==> src/logic/uart_pkg.sv <==
// ==============================
// Shared definitions for the Apple 1 terminal UART
// Register address codes, character and frame widths,
// status flag position and receiver filter length
// ==============================

`default_nettype none

package uart_pkg;

    // CPU-side register address
    typedef logic [1:0] reg_addr_t;

    // Register map, as seen at 0xD010..0xD012 on the Apple 1
    localparam reg_addr_t addr_rx   = 2'd0;
    localparam reg_addr_t addr_rxcr = 2'd1;
    localparam reg_addr_t addr_tx   = 2'd2;

    // Terminal characters are 7-bit ASCII
    localparam int char_bits = 7;

    // Payload of one 8N1 frame
    localparam int data_bits = 8;

    // Status flag sits in the MSB of every read word
    localparam int flag_bit = 7;

    // Oversample ticks spanned by the receiver majority filter
    localparam int rx_filter_len = 3;

endpackage

`default_nettype wire

==> src/logic/terminal_registers.sv <==
// ==============================
// Terminal register block
// Receive holding register and flag, read mux,
// transmit strobe and clear-to-send
// ==============================

`timescale 1ns/1ps
`default_nettype none

module terminal_registers (
    input  wire logic                           clk,
    input  wire logic                           reset,
    input  wire logic                           enable,
    input  wire uart_pkg::reg_addr_t            address,
    input  wire logic                           w_en,
    input  wire logic [uart_pkg::data_bits-1:0] din,
    output logic [uart_pkg::data_bits-1:0]      dout,
    output logic                                tx_start,
    output logic [uart_pkg::data_bits-1:0]      tx_data,
    input  wire logic                           tx_busy,
    input  wire logic [uart_pkg::data_bits-1:0] rx_data,
    input  wire logic                           rx_ready,
    input  wire logic                           rx_idle,
    output logic                                cts
);

    localparam int pad_bits = uart_pkg::data_bits - uart_pkg::char_bits;

    logic                           rx_flag;
    logic                           rx_ack;
    logic [uart_pkg::data_bits-1:0] rx_byte;
    logic [uart_pkg::data_bits-1:0] read_word;
    logic                           rd_rx;
    logic                           wr_tx;

    // Hold the byte until the CPU has read it, later arrivals are lost
    always_ff @(posedge clk or posedge reset)
    begin
        if (reset)
            rx_flag <= 1'b0;
        else if (rx_ack)
            rx_flag <= 1'b0;
        else if (rx_ready)
            rx_flag <= 1'b1;
    end

    always_ff @(posedge clk)
    begin
        if (rx_ready && !rx_flag)
            rx_byte <= rx_data;
    end

    // Line busy or a character waiting
    assign cts = !rx_idle || rx_flag;

    // Read word for the current address
    always_comb
    begin
        read_word = '0;
        case (address)
            uart_pkg::addr_rx:
            begin
                read_word[uart_pkg::flag_bit]       = rx_flag;
                read_word[uart_pkg::char_bits-1:0]  = rx_byte[uart_pkg::char_bits-1:0];
            end
            uart_pkg::addr_rxcr:
                read_word[uart_pkg::flag_bit] = rx_flag;
            uart_pkg::addr_tx:
                read_word[uart_pkg::flag_bit] = tx_busy;
            default:
                read_word = '0;
        endcase
    end

    // Acknowledge only a held character, once per read
    assign rd_rx = enable && !w_en && address == uart_pkg::addr_rx && rx_flag && !rx_ack;

    // Back-to-back writes must not restart a frame the transmitter
    // has not yet flagged as busy
    assign wr_tx = enable && w_en && address == uart_pkg::addr_tx && !tx_busy && !tx_start;

    always_ff @(posedge clk or posedge reset)
    begin
        if (reset)
        begin
            dout     <= '0;
            tx_start <= 1'b0;
            rx_ack   <= 1'b0;
        end
        else
        begin
            dout     <= read_word;
            tx_start <= wr_tx;
            rx_ack   <= rd_rx;
        end
    end

    // Terminal only sends 7 bits, top bit forced low
    always_ff @(posedge clk)
    begin
        if (wr_tx)
            tx_data <= {{pad_bits{1'b0}}, din[uart_pkg::char_bits-1:0]};
    end

    // Write gate covers only the strobe cycle before busy rises
    a_busy_after_start: assert property (
        @(posedge clk) disable iff (reset) tx_start |=> tx_busy
    );

endmodule

`default_nettype wire

==> config.mk <==
export PLATFORM = sky130hd
export DESIGN_NAME = terminal_registers
export DESIGN_NICKNAME = d
export VERILOG_FILES = /design/src/logic/uart_pkg.sv /design/src/logic/terminal_registers.sv
export SDC_FILE = /design/constraint.sdc
export NUM_CORES = 1
export LEC_CHECK = 0
export BUFFER_PORTS_ARGS = -buffer_cell sky130_fd_sc_hd__buf_2
export CAP_MARGIN = 20
export CELL_PAD_IN_SITES_DETAIL_PLACEMENT = 0
export CELL_PAD_IN_SITES_GLOBAL_PLACEMENT = 1
export CORE_MARGIN = 3
export CORE_UTILIZATION = 30
export CTS_CLUSTER_DIAMETER = 30
export DETAILED_ROUTE_END_ITERATION = 12
export GPL_TIMING_DRIVEN = 0
export PLACE_DENSITY_LB_ADDON = 0.1
export SYNTH_ARGS = -nofsm -noshare
export SYNTH_HDL_FRONTEND = slang
export SYNTH_SLANG_ARGS = --single-unit
export TNS_END_PERCENT = 5
==> constraint.sdc <==
create_clock -name clk -period 1.25 [get_ports clk]
set_clock_uncertainty 0.15 [all_clocks]
set_input_delay 0.0625 -clock clk [delete_from_list [all_inputs] [get_ports clk]]
set_output_delay 0.0625 -clock clk [all_outputs]
set_load 0.005 [all_outputs]
==> Yosys cells after proc, flatten, opt, wreduce, memory -nomap -nowiden <==
Index checks and enable logic that the tools add are counted.
Widths: inputs -> output; s select.
{ "word_totals": {"register_bits": 25, "inputBits": 25, "output_inout_bits": 18, "wordCells": 31} }
{ "op_classes": {"eq_ne": 2, "n_mux": 4, "reduce_logical": 19} }
{ "op_table": {"columns": ["op", "count"], "rows": [
  ["$logic_and 1x1->1", 9],
  ["$mux 7", 1],
  ["$logic_not 1->1", 6],
  ["$eq 2x1->1 const B", 1],
  ["$eq 2x2->1 const B", 1],
  ["$logic_not 2->1", 1],
  ["$mux 1", 2],
  ["$pmux 1 s2", 1],
  ["$reduce_bool 2->1", 1],
  ["$reduce_or 2->1", 1],
  ["$logic_or 1x1->1", 1]
]} }

==> Longest topological paths before layout <==
{ "depth": {"depth_word": 5, "depth_mapped": 2, "mapped_depth_nobuf": 2} }

==> Worst setup path before layout <==
No wires, ideal clock.
{ "synth_timing": {"path_kind": "register to register", "from": "register tx_start", "to": "register tx_data[0] (netlist bit) (enable)", "setup_ns": 0.366, "arrival_time_ns": 0.801, "t_required_ns": 0.734, "setup_slack_ns": -0.067, "path_stages_with_launch": 2, "path_buffers": 0, "period_less_slack_ns": 1.317, "cell_sequence": "dfrtp_1 > nor3b_2"} }
{ "synth_via": {"elab_chain_cells": 2} }
{ "synth_rtl": {"columns": ["item", "line", "text"], "rows": [
  ["start: declaration", "terminal_registers.sv:18", "output logic tx_start,"],
  ["start signal: assignment", "terminal_registers.sv:93", "tx_start <= wr_tx;"],
  ["$logic_not 1->1", "terminal_registers.sv:80", "assign wr_tx = enable && w_en && address == uart_pkg::addr_tx && !tx_busy && !tx_start;"],
  ["$logic_and 1x1->1", "terminal_registers.sv:80", null],
  ["net wr_tx", "terminal_registers.sv:34", "logic wr_tx;"],
  ["end signal: assignment", "terminal_registers.sv:102", "tx_data <= {{pad_bits{1'b0}}, din[uart_pkg::char_bits-1:0]};"],
  ["end: declaration", "terminal_registers.sv:19", "output logic [uart_pkg::data_bits-1:0] tx_data,"]
]} }
The timed path passes the listed nets, and every way through them passes these cells.
A chain may end at the register's enable or synchronous reset.

==> Worst setup path in the final report <==
{ "layout_timing": {"from": "register tx_start", "to": "register tx_data[3] (netlist bit) (enable)"} }
The elaborated chain is that of the path after synthesis.

==> metrics.txt <==
Initial Utilization=0.329; total congestion overflow=0; number of sinks driven by the clock tree=25; final period demand of the worst path=1.22 ns; Net count, final=approximately 140; type of origin of the critical path=register; CP required=between 1 and 1.5 ns; proportion of synthesized chip area in sequential cells=0.818; number of max-capacitance violations reported=0; area leader, netlist=sky130_fd_sc_hd__edfxtp_1; Main synth FF type=sky130_fd_sc_hd__edfxtp_1; antenna cell count=0; peak supply drop=between 600 and 700 uV; buffers added on ports=39; total power consumption of the routed design=1.38 mW; core area=~2600 um2; mean area per synthesized cell=between 15 and 20 um2; I/O pin count=43; source-to-sink clock delay at the later pin of the worst-skew pair=roughly 0.3 ns; all-layer global routing usage=0.0957; Fill cells=229; Via-to-Cell Ratio=roughly 4; unrepaired setup endpoints after global routing=yes; Mapped Nets=72; hold endpoint=tx_start; most common cell in the netlist=sky130_fd_sc_hd__edfxtp_1; Crit Reg-Reg Endpoint=tx_data[3]; CP arrival=roughly 1.1 ns; Cell variety after synth=15; CTS buffer count=3; maximum buffer depth of the clock tree=2; pins over their slew limit=0; outcome=complete, no violations; gpl congestion=just over 0.7; pin count of the biggest net entering global routing=14; sort of element at the end of the critical path=register; worst r2r src=tx_start; die width=a little under 60 um; largest cells by area after synthesis=sky130_fd_sc_hd__edfxtp_1 (49%), sky130_fd_sc_hd__dfrtp_1 (32%), sky130_fd_sc_hd__and2_1 (5.1%); CTS tree=yes; instance count of the mapped netlist=47; worst hold slack=0.0697 ns; cell count of the worst hold path=4; initial detailed-routing violation count=19; wire length per cell after detailed routing=around 11 um; cell area after placement=roughly 1100 um2; TritonRoute pass-1 iters=4; DRC violations left=0; Die Area=between 3000 and 4000 um2; fraction of the cycle the final worst path needs=0.972; portion of synthesized cell area occupied by the leading cell type=0.494; layout overhead on the synthesized area=59.3%; vias in the first global route=574; largest driver fanout on the critical path=8; Worst Hold Launch=w_en; detailed-route via count=562; Min-Delay Path Class=input port to register; R2R depth=2; fmax=823 MHz; antenna viol nets, final=0; layout cells sized above 1=0.446; list of most frequent post-synthesis cells=sky130_fd_sc_hd__edfxtp_1 (14), sky130_fd_sc_hd__dfrtp_1 (11), sky130_fd_sc_hd__and2_1 (7); Netlist Area Pre-Place=between 800 and 900 um2; number of setup violations in the final report=0; final total negative setup slack=0 ns; Static Leakage=around 0.61 nW; Reg2Reg Setup Slack=roughly 0.035 ns; initial antenna violation count=0; Core Rows=18; number of warnings printed during yosys synthesis=0; synthesized flop and latch total=25; share of synthesized registers carrying an async set or reset=0.440; H-Tree Level Count=1; die boundary height=approximately 59 um; total length of routed wires=1590 um; cell at the root of the clock tree=sky130_fd_sc_hd__clkbuf_4; pwr/cell area=around 1000 nW/um2; number of enable-type register cells in the synthesized netlist=14; clock slew at reported path FFs=between 0.1 and 0.15 ns; final non-filler cell area=between 1000 and 1500 um2; first-pass GRT wire length=2530 um; start-to-end type of the worst setup path=register to register; final-report hold violation count=0
## what timing repair did
action	4_1_cts	5_1_grt
endpoints found under the hold margin	36	2
hold buffers	19	2
setup buffers	0	1
endpoints found under the setup margin	14	15
pin swaps	1	1
resized for setup	1	3
## cell usage in the layout, fill, tap and decap left out
master                          netlist  layout
sky130_fd_sc_hd__dfrtp_2              0       1
sky130_fd_sc_hd__nand3b_1             1       1
sky130_fd_sc_hd__conb_1               1       1
sky130_fd_sc_hd__nor3b_4              0       1
sky130_fd_sc_hd__dlygate4sd3_1        0      21
sky130_fd_sc_hd__and2_1               7       7
sky130_fd_sc_hd__clkbuf_1             0       1
sky130_fd_sc_hd__o21ai_0              1       1
sky130_fd_sc_hd__buf_2                0      39
sky130_fd_sc_hd__buf_12               0       1
sky130_fd_sc_hd__nand4bb_1            1       1
sky130_fd_sc_hd__buf_4                1       1
sky130_fd_sc_hd__nor2b_4              0       1
sky130_fd_sc_hd__nor2_1               2       2
sky130_fd_sc_hd__nand2_1              2       2
sky130_fd_sc_hd__dfrtp_1             11      10
sky130_fd_sc_hd__inv_2                0       1
sky130_fd_sc_hd__clkbuf_4             0       3
sky130_fd_sc_hd__edfxtp_1            14      14
sky130_fd_sc_hd__nor2_4               1       1
sky130_fd_sc_hd__nor4b_4              1       1
sky130_fd_sc_hd__inv_1                2       1
## worst max-delay path, stage by stage, from the launching register on
cell                      delay (ns)
sky130_fd_sc_hd__dfrtp_1        0.43
sky130_fd_sc_hd__nor3b_4        0.23
sky130_fd_sc_hd__buf_12         0.15
## final cells by class
cell class | count | area, um2 | share of cell area
Inverter | 2 | 7.51 | 0.00554
Buffer | 1 | 7.51 | 0.00554
Clock buffer | 4 | 26.3 | 0.0194
Tap cell | 30 | 37.5 | 0.0277
Multi-Input combinational cell | 19 | 154 | 0.114
Sequential cell | 25 | 697 | 0.514
Timing Repair Buffer | 61 | 425 | 0.314
## cell families (layout without fill, tap and decap cells)
logic type	after synthesis	in the layout	synth area share
DFF	25	25	0.818
and+or+nand+nor	17	17	0.154
AOI/OAI and AO/OA	1	1	0.00588
other	1	1	0.00441
buffers and inverters	3	68	0.0177
## metrics by stage
stage / std cells / setup slack (ns) / utilization
2_1_floorplan: 47 / -0.0175 / -
3_3_place_gp: 116 / -0.168 / 0.421
3_5_place_dp: 116 / -0.149 / 0.421
4_1_cts: 139 / -0.0542 / 0.505
5_1_grt: 142 / -0.0209 / 0.523
6_report: 142 / 0.0346 / 0.523
## power by group
group	switching [mW]	internal [mW]	total (mW)
Sequential	0.00826	0.894	0.902
Combinational	0.0510	0.0945	0.145
Clock	0.210	0.124	0.335
## sequential cells by signal, summed over array words and instances, names as in the netlist
name and cells:
dout 8, rx_byte 7, tx_data 7, rx_ack 1
rx_flag 1, tx_start 1
## routing by layer
metal,vias up,track usage,part of all wire
met4,0,0.0291,0
met1,240,0.121,0.43
met3,0,0.0240,0.12
met2,34,0.161,0.45
li1,288,-,-
met5,-,0,0
## worst max path at each step
stage / startpoint / to / slack, ns / depth (start not counted)
global route: rx_flag / cts / -0.02 / 3
finish: tx_start / tx_data[3] / 0.03 / 2
floorplan: rx_flag / rx_byte[0] / -0.02 / 1
global placement: rx_flag / rx_byte[4] / -0.17 / 1
CTS: tx_start / tx_data[1] / -0.05 / 1
detailed placement: rx_flag / rx_byte[3] / -0.15 / 1
No activity file was read; power rests on OpenSTA's default activity.
