==> config.mk <==
export PLATFORM = sky130hd
export DESIGN_NAME = serial_transmitter
export DESIGN_NICKNAME = d
export VERILOG_FILES = /design/src/logic/uart_pkg.sv /design/src/logic/baud_tick_gen.sv /design/src/logic/serial_transmitter.sv
export SDC_FILE = /design/constraint.sdc
export NUM_CORES = 1
export LEC_CHECK = 0
export BUFFER_PORTS_ARGS = -buffer_cell sky130_fd_sc_hd__buf_2
export CORE_MARGIN = 10
export CORE_UTILIZATION = 33
export DETAILED_ROUTE_END_ITERATION = 12
export HOLD_SLACK_MARGIN = 0.1
export SYNTH_ARGS = -nofsm -noshare
export SYNTH_HDL_FRONTEND = slang
export SYNTH_SLANG_ARGS = --single-unit
==> constraint.sdc <==
create_clock -name clk -period 3.7 [get_ports clk]
set_input_delay 0.37 -clock clk [delete_from_list [all_inputs] [get_ports clk]]
set_output_delay 0.37 -clock clk [all_outputs]
set_load 0.01 [all_outputs]
==> src/logic/uart_pkg.sv <==
// ==============================
// Shared definitions for the Apple 1 terminal UART
// Register address codes, character and frame widths,
// status flag position and receiver filter length
// ==============================

`default_nettype none

package uart_pkg;

    // CPU-side register address
    typedef logic [1:0] reg_addr_t;

    // Register map, as seen at 0xD010..0xD012 on the Apple 1
    localparam reg_addr_t addr_rx   = 2'd0;
    localparam reg_addr_t addr_rxcr = 2'd1;
    localparam reg_addr_t addr_tx   = 2'd2;

    // Terminal characters are 7-bit ASCII
    localparam int char_bits = 7;

    // Payload of one 8N1 frame
    localparam int data_bits = 8;

    // Status flag sits in the MSB of every read word
    localparam int flag_bit = 7;

    // Oversample ticks spanned by the receiver majority filter
    localparam int rx_filter_len = 3;

endpackage

`default_nettype wire

==> src/logic/baud_tick_gen.sv <==
// ==============================
// Fractional baud tick generator
// One-cycle tick at an average of rate per second
// ==============================

`timescale 1ns/1ps
`default_nettype none

module baud_tick_gen #(
    parameter int clk_frequency = 25_000_000,
    parameter int rate          = 115_200
) (
    input  wire logic clk,
    input  wire logic reset,
    input  wire logic enable,
    output logic      tick
);

    localparam int acc_w = $clog2(clk_frequency + rate) + 1;

    logic [acc_w-1:0] acc;
    logic [acc_w-1:0] acc_next;

    assign acc_next = acc + acc_w'(rate);

    // Remainder is carried over, so odd ratios average out
    always_ff @(posedge clk or posedge reset)
    begin
        if (reset)
        begin
            acc  <= '0;
            tick <= 1'b0;
        end
        else if (!enable)
        begin
            // Held at zero so the first period lines up with enable
            acc  <= '0;
            tick <= 1'b0;
        end
        else if (acc_next >= acc_w'(clk_frequency))
        begin
            acc  <= acc_next - acc_w'(clk_frequency);
            tick <= 1'b1;
        end
        else
        begin
            acc  <= acc_next;
            tick <= 1'b0;
        end
    end

endmodule

`default_nettype wire

==> src/logic/serial_transmitter.sv <==
// ==============================
// 8N1 serial transmitter
// Start strobe, busy level, registered line output
// ==============================

`timescale 1ns/1ps
`default_nettype none

module serial_transmitter #(
    parameter int clk_frequency = 25_000_000,
    parameter int baud          = 115_200
) (
    input  wire logic                          clk,
    input  wire logic                          reset,
    input  wire logic                          tx_start,
    input  wire logic [uart_pkg::data_bits-1:0] tx_data,
    output logic                               tx,
    output logic                               tx_busy
);

    localparam int bit_w = $clog2(uart_pkg::data_bits);
    localparam logic [bit_w-1:0] last_bit = bit_w'(uart_pkg::data_bits - 1);

    typedef enum logic [1:0] {
        s_idle,
        s_start,
        s_data,
        s_stop
    } state_t;

    state_t                      state;
    logic [uart_pkg::data_bits-1:0] shift_reg;
    logic [bit_w-1:0]            bit_cnt;
    logic                        baud_tick;

    assign tx_busy = (state != s_idle);

    // Bit clock only runs during a frame
    baud_tick_gen #(
        .clk_frequency (clk_frequency),
        .rate          (baud)
    ) u_baud (
        .clk    (clk),
        .reset  (reset),
        .enable (tx_busy),
        .tick   (baud_tick)
    );

    always_ff @(posedge clk or posedge reset)
    begin
        if (reset)
        begin
            state   <= s_idle;
            tx      <= 1'b1;
            bit_cnt <= '0;
        end
        else
        begin
            case (state)
                s_idle:
                begin
                    if (tx_start)
                    begin
                        state <= s_start;
                        tx    <= 1'b0;
                    end
                end
                s_start:
                begin
                    if (baud_tick)
                    begin
                        state   <= s_data;
                        tx      <= shift_reg[0];
                        bit_cnt <= '0;
                    end
                end
                s_data:
                begin
                    if (baud_tick)
                    begin
                        if (bit_cnt == last_bit)
                        begin
                            state <= s_stop;
                            tx    <= 1'b1;
                        end
                        else
                        begin
                            tx      <= shift_reg[1];
                            bit_cnt <= bit_cnt + 1'b1;
                        end
                    end
                end
                default:
                begin
                    // Stop bit, line already at mark
                    if (baud_tick)
                        state <= s_idle;
                end
            endcase
        end
    end

    // Payload shifter, LSB goes out first
    always_ff @(posedge clk)
    begin
        if (state == s_idle && tx_start)
            shift_reg <= tx_data;
        else if (state == s_data && baud_tick)
            shift_reg <= shift_reg >> 1;
    end

    // Register block must respect the busy level it is given
    a_no_start_while_busy: assert property (
        @(posedge clk) disable iff (reset) tx_start |-> !tx_busy
    );

endmodule

`default_nettype wire

* Word level (Yosys, flattened, before mapping)
Cells that the tools add are included.
Word-level totals: register bits 41, bits of input ports 11, output and inout port bits 2, word-level logic and storage cells 50
Operators by class: add/subtract/negate cells 3, order comparisons 1, eq/ne operators 8, multiplexer cells 21, reduce and logical (&&, ||, !) cells 11
Operators with widths (count):
- 26-bit two-way mux | 2
- 26-bit by 17-bit adder with 26-bit output (second input constant) | 1
- 26-bit by 25-bit >= comparator with 1-bit output (second input constant) | 1
- 26-bit by 25-bit subtractor with 26-bit output (second input constant) | 1
- 8-bit two-way mux | 2
- 2-bit two-way mux | 5
- 3-bit two-way mux | 3
- 4-bit AND reduction | 2
- 2-bit nonzero test | 4
- 1-bit two-way mux | 6
- 2-bit != test (second input constant) | 3
- 2-bit one-hot mux with 3 select lines | 1
- 3-bit one-hot mux with 2 select lines | 1
- 5-bit AND reduction | 1
- 2-bit by 1-bit != test with 1-bit output (second input constant) | 2
- 3-bit by 1-bit adder with 3-bit output (second input constant) | 1
- 3-bit equality test (second input constant) | 1
- 1-bit one-hot mux with 3 select lines | 1
- 3-bit nonzero test | 1
- 2-bit by 1-bit equality test with 1-bit output (second input constant) | 1
- 2-bit equality test (second input constant) | 1
- 1-bit logical AND | 2
- 2-bit zero test | 1

* Longest topological paths before layout
Gate-level depths: netlist of run 1.
depth after elaboration 4, mapped depth 10, gate-level depth less buffers 9

* Cells and area by module
From an unflattened synthesis of run 1, not the netlist that was laid out.
Unflattened totals: cell total of the unflattened synthesis 258, area total of the unflattened synthesis 2580.0 um^2
Modules (own cells, without submodules):
- baud_tick_gen | times used 1, cells each 197, area each 1804.2 um^2, sequential area each 525.5 um^2
- serial_transmitter | times used 1, cells each 61, area each 775.7 um^2, sequential area each 391.6 um^2

* Worst setup path before layout of run 1
No wires, ideal clock.
path type register to register, start register u_baud.acc[9], end register u_baud.acc[16], setup time 128 ps, arrival time 2721 ps, required time 3572 ps, slack 851 ps, cell stages (with the launch flop) 11, path buffers 2, clock period less this slack 2849 ps, cell sequence dfrtp_1 > ha_1 > clkbuf_1 > nand4_1 > a211oi_1 > and3_1 > xnor2_1 > a21boi_1 > clkbuf_1 > a21oi_1 > mux2_1
Between the ends: longest elaborated chain between the ends 4, elaborated cells between the ends (all ways) 5, classes of those cells add/sub (2); order compare (1); mux (2)
RTL lines:
- from (decl) | line baud_tick_gen.sv:21 | logic [acc_w-1:0] acc;
- from (signal assigned) | line baud_tick_gen.sv:42 | acc <= acc_next - acc_w'(clk_frequency);
- from (signal assigned) | line baud_tick_gen.sv:47 | acc <= acc_next;
- 26-bit by 17-bit adder with 26-bit output * | line baud_tick_gen.sv:24 | assign acc_next = acc + acc_w'(rate);
- 26-bit by 25-bit subtractor with 26-bit output / 26-bit by 25-bit >= comparator with 1-bit output (equally long branches) | line baud_tick_gen.sv:42, baud_tick_gen.sv:40
- 26-bit two-way mux * | line baud_tick_gen.sv:40 | else if (acc_next >= acc_w'(clk_frequency))
- 26-bit two-way mux * | line baud_tick_gen.sv:34 | else if (!enable)
Mark *: on every way between the ends. The rest lies on a longest branch, timed or not. A chain may end at the register's enable or synchronous reset.

* Worst setup path after layout of run 1
start register u_baud.acc[11], end register u_baud.acc[16]
The elaborated chain is that of the path after synthesis.

==> summary.md, run 1 <==
| Metric | Value |
|---|---|
| Max cap viols | `0` |
| Post-synthesis sequential area ratio | `35.8%` |
| Worst Tran Pin Value | `1.08 ns` |
| P&R area growth vs syn | `10.1%` |
| Setup Skew | `0.00907 ns` |
| Core Area | `7650 um2` |
| Post-synth net total | `308` |
| Warnings, synthesis | `0` |
| Hold Path Class | `in -> async` |
| Multi-input logic area | `1540 um2` |
| Clk pwr share | `46.8%` |
| Number of global-route vias before repair | `2,042` |
| Seq pwr share | `51.7%` |
| Hold Fails Final Rpt | `0` |
| Nets | `314` |
| Vias | `2,083` |
| Largest net degree at the start of global routing | `28` |
| Core Util, Final | `36.9%` |
| Asr flop ratio synth | `77.1%` |
| FMAX | `316 MHz` |
| Clock Latency Late Sink | `0.29 ns` |
| Cell variety after synth | `54` |
| WP data required | `3.87 ns` |
| Residual DRC | `0` |
| NetSw | `162 uW` |
| Cell Area, Synth | `2560 um2` |
| Cell Int Power | `597 uW` |
| Setup TNS | `0 ns` |
| Placed insts | `389` |
| DIE WIDTH | `108 um` |
| Worst hold slack | `0.338 ns` |
| Sink Count | `35` |
| Fin. max-slew vios | `0` |
| Overflow after GRT | `0` |
| DP HPWL | `4.07 mm` |
| Clock transition at path regs | `0.08 ns` |
| GPL Wtd Cong | `0.854` |
| Number of flip-flops in the largest register | `20` |
| Lkg Pwr | `0.00109 uW` |
| Drt wl/cell | `14.4 um` |
| P per Cell Area | `269 nW/um2` |
| CP Launch Type | `register` |
| Peak supply drop | `139 uV` |
| Combinational share of power | `1.5%` |
| Antenna-violating nets left | `0` |
| Status | `completed` |
| Dominant synthesized flop cell | `dfrtp_1` |
| Crit path max fanout | `16` |
| Hold_buf cts | `0` |
| Final Cycle Share | `85.5%` |
| Global-route wire length before repair | `9.87 mm` |
| H-tree Lvls | `2` |
| CP arrival | `3.33 ns` |
| Most common cell after layout, fill and taps aside | `nand2_1` |
| Syn avg cell area | `8.89 um2` |
| Most frequent cells in the layout | `nand2_1 (29), dfrtp_1 (26), nor2_1 (19)` |
| Post_cts resized | `0` |
| Mapped Cells | `288` |
| EDFF count, synth | `8` |
| Register area | `917 um2` |
| Worst slew margin | `28.0%` |
| Minimum clock period | `3.16 ns` |
| Antenna cells | `0` |
| Setup bufs post-CTS | `0` |
| Clock Path Buffers | `2` |
| Die H | `108 um` |
| Routed wire length | `5.73 mm` |
| Final setup vio count | `0` |
| Via-to-Cell Ratio | `5.25` |
| Non-Filler Instances | `397` |
| Endpoint class of the critical path | `register` |
| Total power | `760 uW` |
| DRT Pass-1 Iters | `4` |
| Port bufs | `12` |
| Die area | `11,700 um2` |
| CTS tree | `built` |
| Critical setup path kind | `reg -> reg` |
| Initial antenna violation count | `0` |
| Root Driver | `clkbuf_8` |
| Initial core utilization | `33.5%` |
| Fillers | `752` |
| Num rows | `32` |
| Gr usage total | `10.2%` |
| Layout cells sized above 1 | `14.9%` |
| Initial DRC Count | `119` |
| I/O pin count | `13` |
| Switching share of power | `21.4%` |
| #FFs+latches synth | `35` |
| RSZ-0062 raised after global routing | `no` |
| Cts bufs inserted | `5` |
[cell usage after synthesis (all sizes together) (5+ instances only)]
cell / number / area [um2]
nand2: 29 / 109
dfrtp: 26 / 651
o21ai: 26 / 130
nor2: 19 / 71.3
a21oi: 18 / 93.8
mux2: 15 / 169
clkbuf: 13 / 48.8
nand3: 13 / 65.1
inv: 10 / 37.5
ha: 9 / 113
xnor2: 9 / 78.8
edfxtp: 8 / 240
nor3b: 8 / 60.1
a211oi: 6 / 50.1
mux2i: 6 / 60.1
and2: 5 / 31.3
and3: 5 / 31.3
xor2: 5 / 51.3
[kinds of logic after synthesis]
family	share of synthesized area, %
compound gates	20.0
simple gates	21.5
fa+ha+maj	4.40
buf+inv	4.25
xor+xnor	5.08
mux	8.94
flops	35.8
[power by group through the flow]
| stage | clock (uW) | combinational (uW) | sequential, uW |
|---|---|---|---|
| after floorplan | 0 | 4.45 | 401 |
| after global placement | 0 | 11.9 | 401 |
| after detailed placement | 0 | 11.8 | 401 |
| after CTS | 364 | 11.8 | 393 |
| after global routing | 381 | 12.9 | 393 |
| final | 356 | 11.2 | 393 |
[layout make-up]
type	instances	share of cell area, %
Multi-Input combinational cell	226	54.4
Sequential cell	35	32.5
Tap cell	102	4.53
Timing Repair Buffer	16	3.19
Clock buffer	5	2.44
Clock inverter	3	1.55
Inverter	10	1.33
[worst max-delay path, cell delays in order (launching register included)]
cell	delay [ns]
dfrtp_1	0.60
and3_1	0.41
a21oi_2	0.14
or3_1	0.40
a221oi_4	0.42
o2111ai_2	0.33
buf_4	0.27
a21oi_1	0.15
mux2_1	0.33
[per-layer routing]
metal	wire length (um)	up-vias	share of wire (%)	global-route usage, %
met3	134	13	2.3	1.43
met1	2750	979	48	13.2
li1	-	1054	-	-
met2	2670	37	47	16.1
met4	172	0	3.0	5.25
met5	0	-	0	0
[path summary, 6_finish.rpt]
| check | start | slack (ns) | cells after the start | endpoint |
|---|---|---|---|---|
| min reg2reg | tx$_DFFE_PP1P_ | 0.50 | 2 | tx$_DFFE_PP1P_ |
| max | u_baud.acc[11]$_DFF_PP0_ | 0.54 | 8 | u_baud.acc[16]$_DFF_PP0_ |
| max reg2reg | u_baud.acc[11]$_DFF_PP0_ | 0.54 | 8 | u_baud.acc[16]$_DFF_PP0_ |
| max in group asynchronous | reset | 2.71 | 2 | u_baud.acc[16]$_DFF_PP0_ |
| min in group clk | tx_data[2] | 0.38 | 2 | shift_reg[2]$_DFFE_PP_ |
| min | reset | 0.34 | 2 | u_baud.acc[25]$_DFF_PP0_ |
[through the flow]
| step | cell area [um2] | setup slack (ns) |
|---|---|---|
| floorplan | 2560 | 0.851 |
| global placement | 2710 | 0.590 |
| detailed placement | 2710 | 0.563 |
| CTS | 2820 | 0.545 |
| global route | 2820 | 0.249 |
| finish | 2820 | 0.538 |
(Power assumes the default switching activity.)
==> inputs of run 2 (changes only) <==
==> constraint.sdc (replaced) <==
create_clock -name clk -period 3.1 [get_ports clk]
set_input_delay 0.31 -clock clk [delete_from_list [all_inputs] [get_ports clk]]
set_output_delay 0.31 -clock clk [all_outputs]
set_load 0.01 [all_outputs]
==> run 2 against run 1 <==
Effect of this change: first-iteration DRC count is 7.6% lower; non-clock buffer count is 8 higher; total power is 29% higher; final area is 3.2% higher; hold slack worse by 0.046 ns; via count is 5.3% higher; clock power is 40% higher; clock skew is 0.0027 ns lower; critical endpoint unchanged; largest power group is now the clock network; highest routed layer unchanged.
==> summary.md, run 2 (synthesis gave the netlist of run 1 again) <==
| Metric | Value |
|---|---|
| Worst slew margin | `25.2% (-2.7 points)` |
| Fin. max-slew vios | `0 (unchanged)` |
| Wire length on met3 | `194 um (+45%)` |
| Number of global-route vias before repair | `2,168 (+6.2%)` |
| Max Used Layer | `met4` |
| Fillers | `758 (+0.80%)` |
| Nets | `322 (+2.5%)` |
| DP HPWL | `4.38 mm (+7.8%)` |
| Most common cell after layout, fill and taps aside | `nand2_1` |
| FMAX | `350 MHz (+11%)` |
| Drt wl/cell | `14.8 um (+2.7%)` |
| Die H | `108 um (unchanged)` |
| Clock Latency Late Sink | `0.29 ns (about the same)` |
| Routed wire length | `6.00 mm (+4.8%)` |
| Gr usage total | `10.5% (+0.27 points)` |
| DIE WIDTH | `108 um (unchanged)` |
| Clock transition at path regs | `0.08 ns (about the same)` |
| Endpoint class of the critical path | `register` |
| Initial antenna violation count | `0 (unchanged)` |
| R2R Setup Slk | `0.24 ns (-0.30 ns)` |
| Port bufs | `12 (unchanged)` |
| Largest net degree at the start of global routing | `28 (unchanged)` |
| Post-route setup slack | `0.241 ns (-0.297 ns)` |
| Max cap viols | `0 (unchanged)` |
| Sink Count | `35 (unchanged)` |
| Setup TNS | `0 ns (unchanged)` |
| DRT Pass-1 Iters | `4 (unchanged)` |
| Layout cells sized above 1 | `17.5% (+2.6 points)` |
| Place WS | `0.218 ns (-0.345 ns)` |
| Critical setup path kind | `reg -> reg` |
| Met2 wire len | `3.01 mm (+13%)` |
| Global-route wire length before repair | `10.1 mm (+2.3%)` |
| Minimum clock period | `2.86 ns (-0.303 ns)` |
| Residual DRC | `0 (unchanged)` |
| I/O pin count | `13 (unchanged)` |
| CP Launch Type | `register` |
| Root Driver | `clkbuf_8` |
| Register area | `917 um2 (unchanged)` |
| P per Cell Area | `337 nW/um2 (+25%)` |
| Hold Fails Final Rpt | `0 (unchanged)` |
| Placed cell area | `2760 um2 (+1.9%)` |
| Worst Tran Pin Value | `1.12 ns (+0.0412 ns)` |
| Final setup vio count | `0 (unchanged)` |
| Via-to-Cell Ratio | `5.42 (+3.2%)` |
| Antenna cells | `0 (unchanged)` |
| Number of flip-flops in the largest register | `20 (unchanged)` |
| Most frequent cells in the layout | `nand2_1 (29), dfrtp_1 (26), nor2_1 (19)` |
| CP arrival | `3.04 ns (-0.29 ns)` |
| Reg2reg path depth | `9 (+1)` |
| H-tree Lvls | `2 (unchanged)` |
| Initial DRC Count | `110 (-7.6%)` |
| Antenna-violating nets left | `0 (unchanged)` |
| Vias | `2,194 (+5.3%)` |
| Non-Filler Instances | `405 (+2.0%)` |
| GPL Wtd Cong | `0.876 (+2.5%)` |
| Crit path max fanout | `11 (-5)` |
| Total power | `980 uW (+29%)` |
| CTS tree | `built` |
| Post-route cell area | `2910 um2 (+3.2%)` |
| Setup Skew | `0.00640 ns (-0.00268 ns)` |
| Lkg Pwr | `0.00115 uW (+4.8%)` |
| Multi-input logic area | `1540 um2 (+0.57%)` |
| Placed insts | `396 (+1.8%)` |
| Metal1 wirelength | `2.71 mm (-1.6%)` |
| RSZ-0062 raised after global routing | `no` |
| Initial core utilization | `33.5% (unchanged)` |
| Hold Path Class | `in -> async` |
| Status | `completed` |
| Die area | `11,700 um2 (unchanged)` |
| WP data required | `3.28 ns (-0.59 ns)` |
| Cts bufs inserted | `5 (unchanged)` |
| Final Cycle Share | `92.2% (+6.8 points)` |
| Core Area | `7650 um2 (unchanged)` |
| Num rows | `32 (unchanged)` |
| Peak supply drop | `126 uV (-9.1%)` |
| Overflow after GRT | `0 (unchanged)` |
| Clock Path Buffers | `2 (unchanged)` |
| P&R area growth vs syn | `13.6%` |
## run 2: cell types whose count changed in the layout (fill, tap and decap cells not counted)
cell	before	now
clkinv_2	1	0
nor3b_2	0	1
a21boi_2	0	1
nor3b_1	8	7
clkbuf_1	0	1
bufinv_16	1	2
buf_4	4	12
clkinv_4	1	0
a21boi_1	1	0
## run 2: area by class of cell
type                            instances  area share [%]
Sequential cell                        35            31.5
Tap cell                              102            4.39
Clock buffer                            6            2.49
Timing Repair Buffer                   24            5.16
Clock inverter                          2            2.06
Multi-Input combinational cell        226            53.1
Inverter                               10            1.29
## run 2: power by group
group / internal, uW / switching [uW]
combinational: 4.49 / 9.13
sequential: 469 / 0
clock: 322 / 175
total: 795 / 185
## run 2: timing repair
action | 4_1_cts | 5_1_grt
gates resized for setup | 0 | 2
setup buffers | 0 | 1
endpoints found under the setup margin | 0 | 4
hold buffers | 0 | 0
hold endpoints to repair | 0 | 0
## run 2: stage by stage
step                util [%]  hold slack (ns)
finish                  38.0            0.291
global route            38.0            0.309
CTS                     37.8            0.312
detailed placement      36.1            0.503
global placement        36.1            0.482
floorplan                  -            0.362
## run 2: path summary, 6_finish.rpt
path | end | startpoint
max | u_baud.acc[16]$_DFF_PP0_ | u_baud.acc[9]$_DFF_PP0_
min | u_baud.acc[12]$_DFF_PP0_ | reset
max reg2reg | u_baud.acc[16]$_DFF_PP0_ | u_baud.acc[9]$_DFF_PP0_
min reg2reg | tx$_DFFE_PP1P_ | tx$_DFFE_PP1P_
max in group asynchronous | u_baud.acc[20]$_DFF_PP0_ | reset
min in group clk | shift_reg[0]$_DFFE_PP_ | tx_data[0]
## run 2: layer usage
| layer | vias to the layer above | GRT usage, % |
|---|---|---|
| met1 | 1062 | 12.7 |
| met5 | - | 0 |
| met3 | 6 | 1.55 |
| li1 | 1077 | - |
| met2 | 49 | 17.6 |
| met4 | 0 | 5.15 |
## run 2: critical path, stage by stage, from the launching register on
cell       delay (ns)
dfrtp_1          0.45
ha_1             0.27
and4_1           0.27
a211oi_1         0.23
o211ai_1         0.19
a221oi_4         0.41
o2111ai_2        0.21
buf_4            0.23
a21oi_1          0.16
mux2_1           0.33
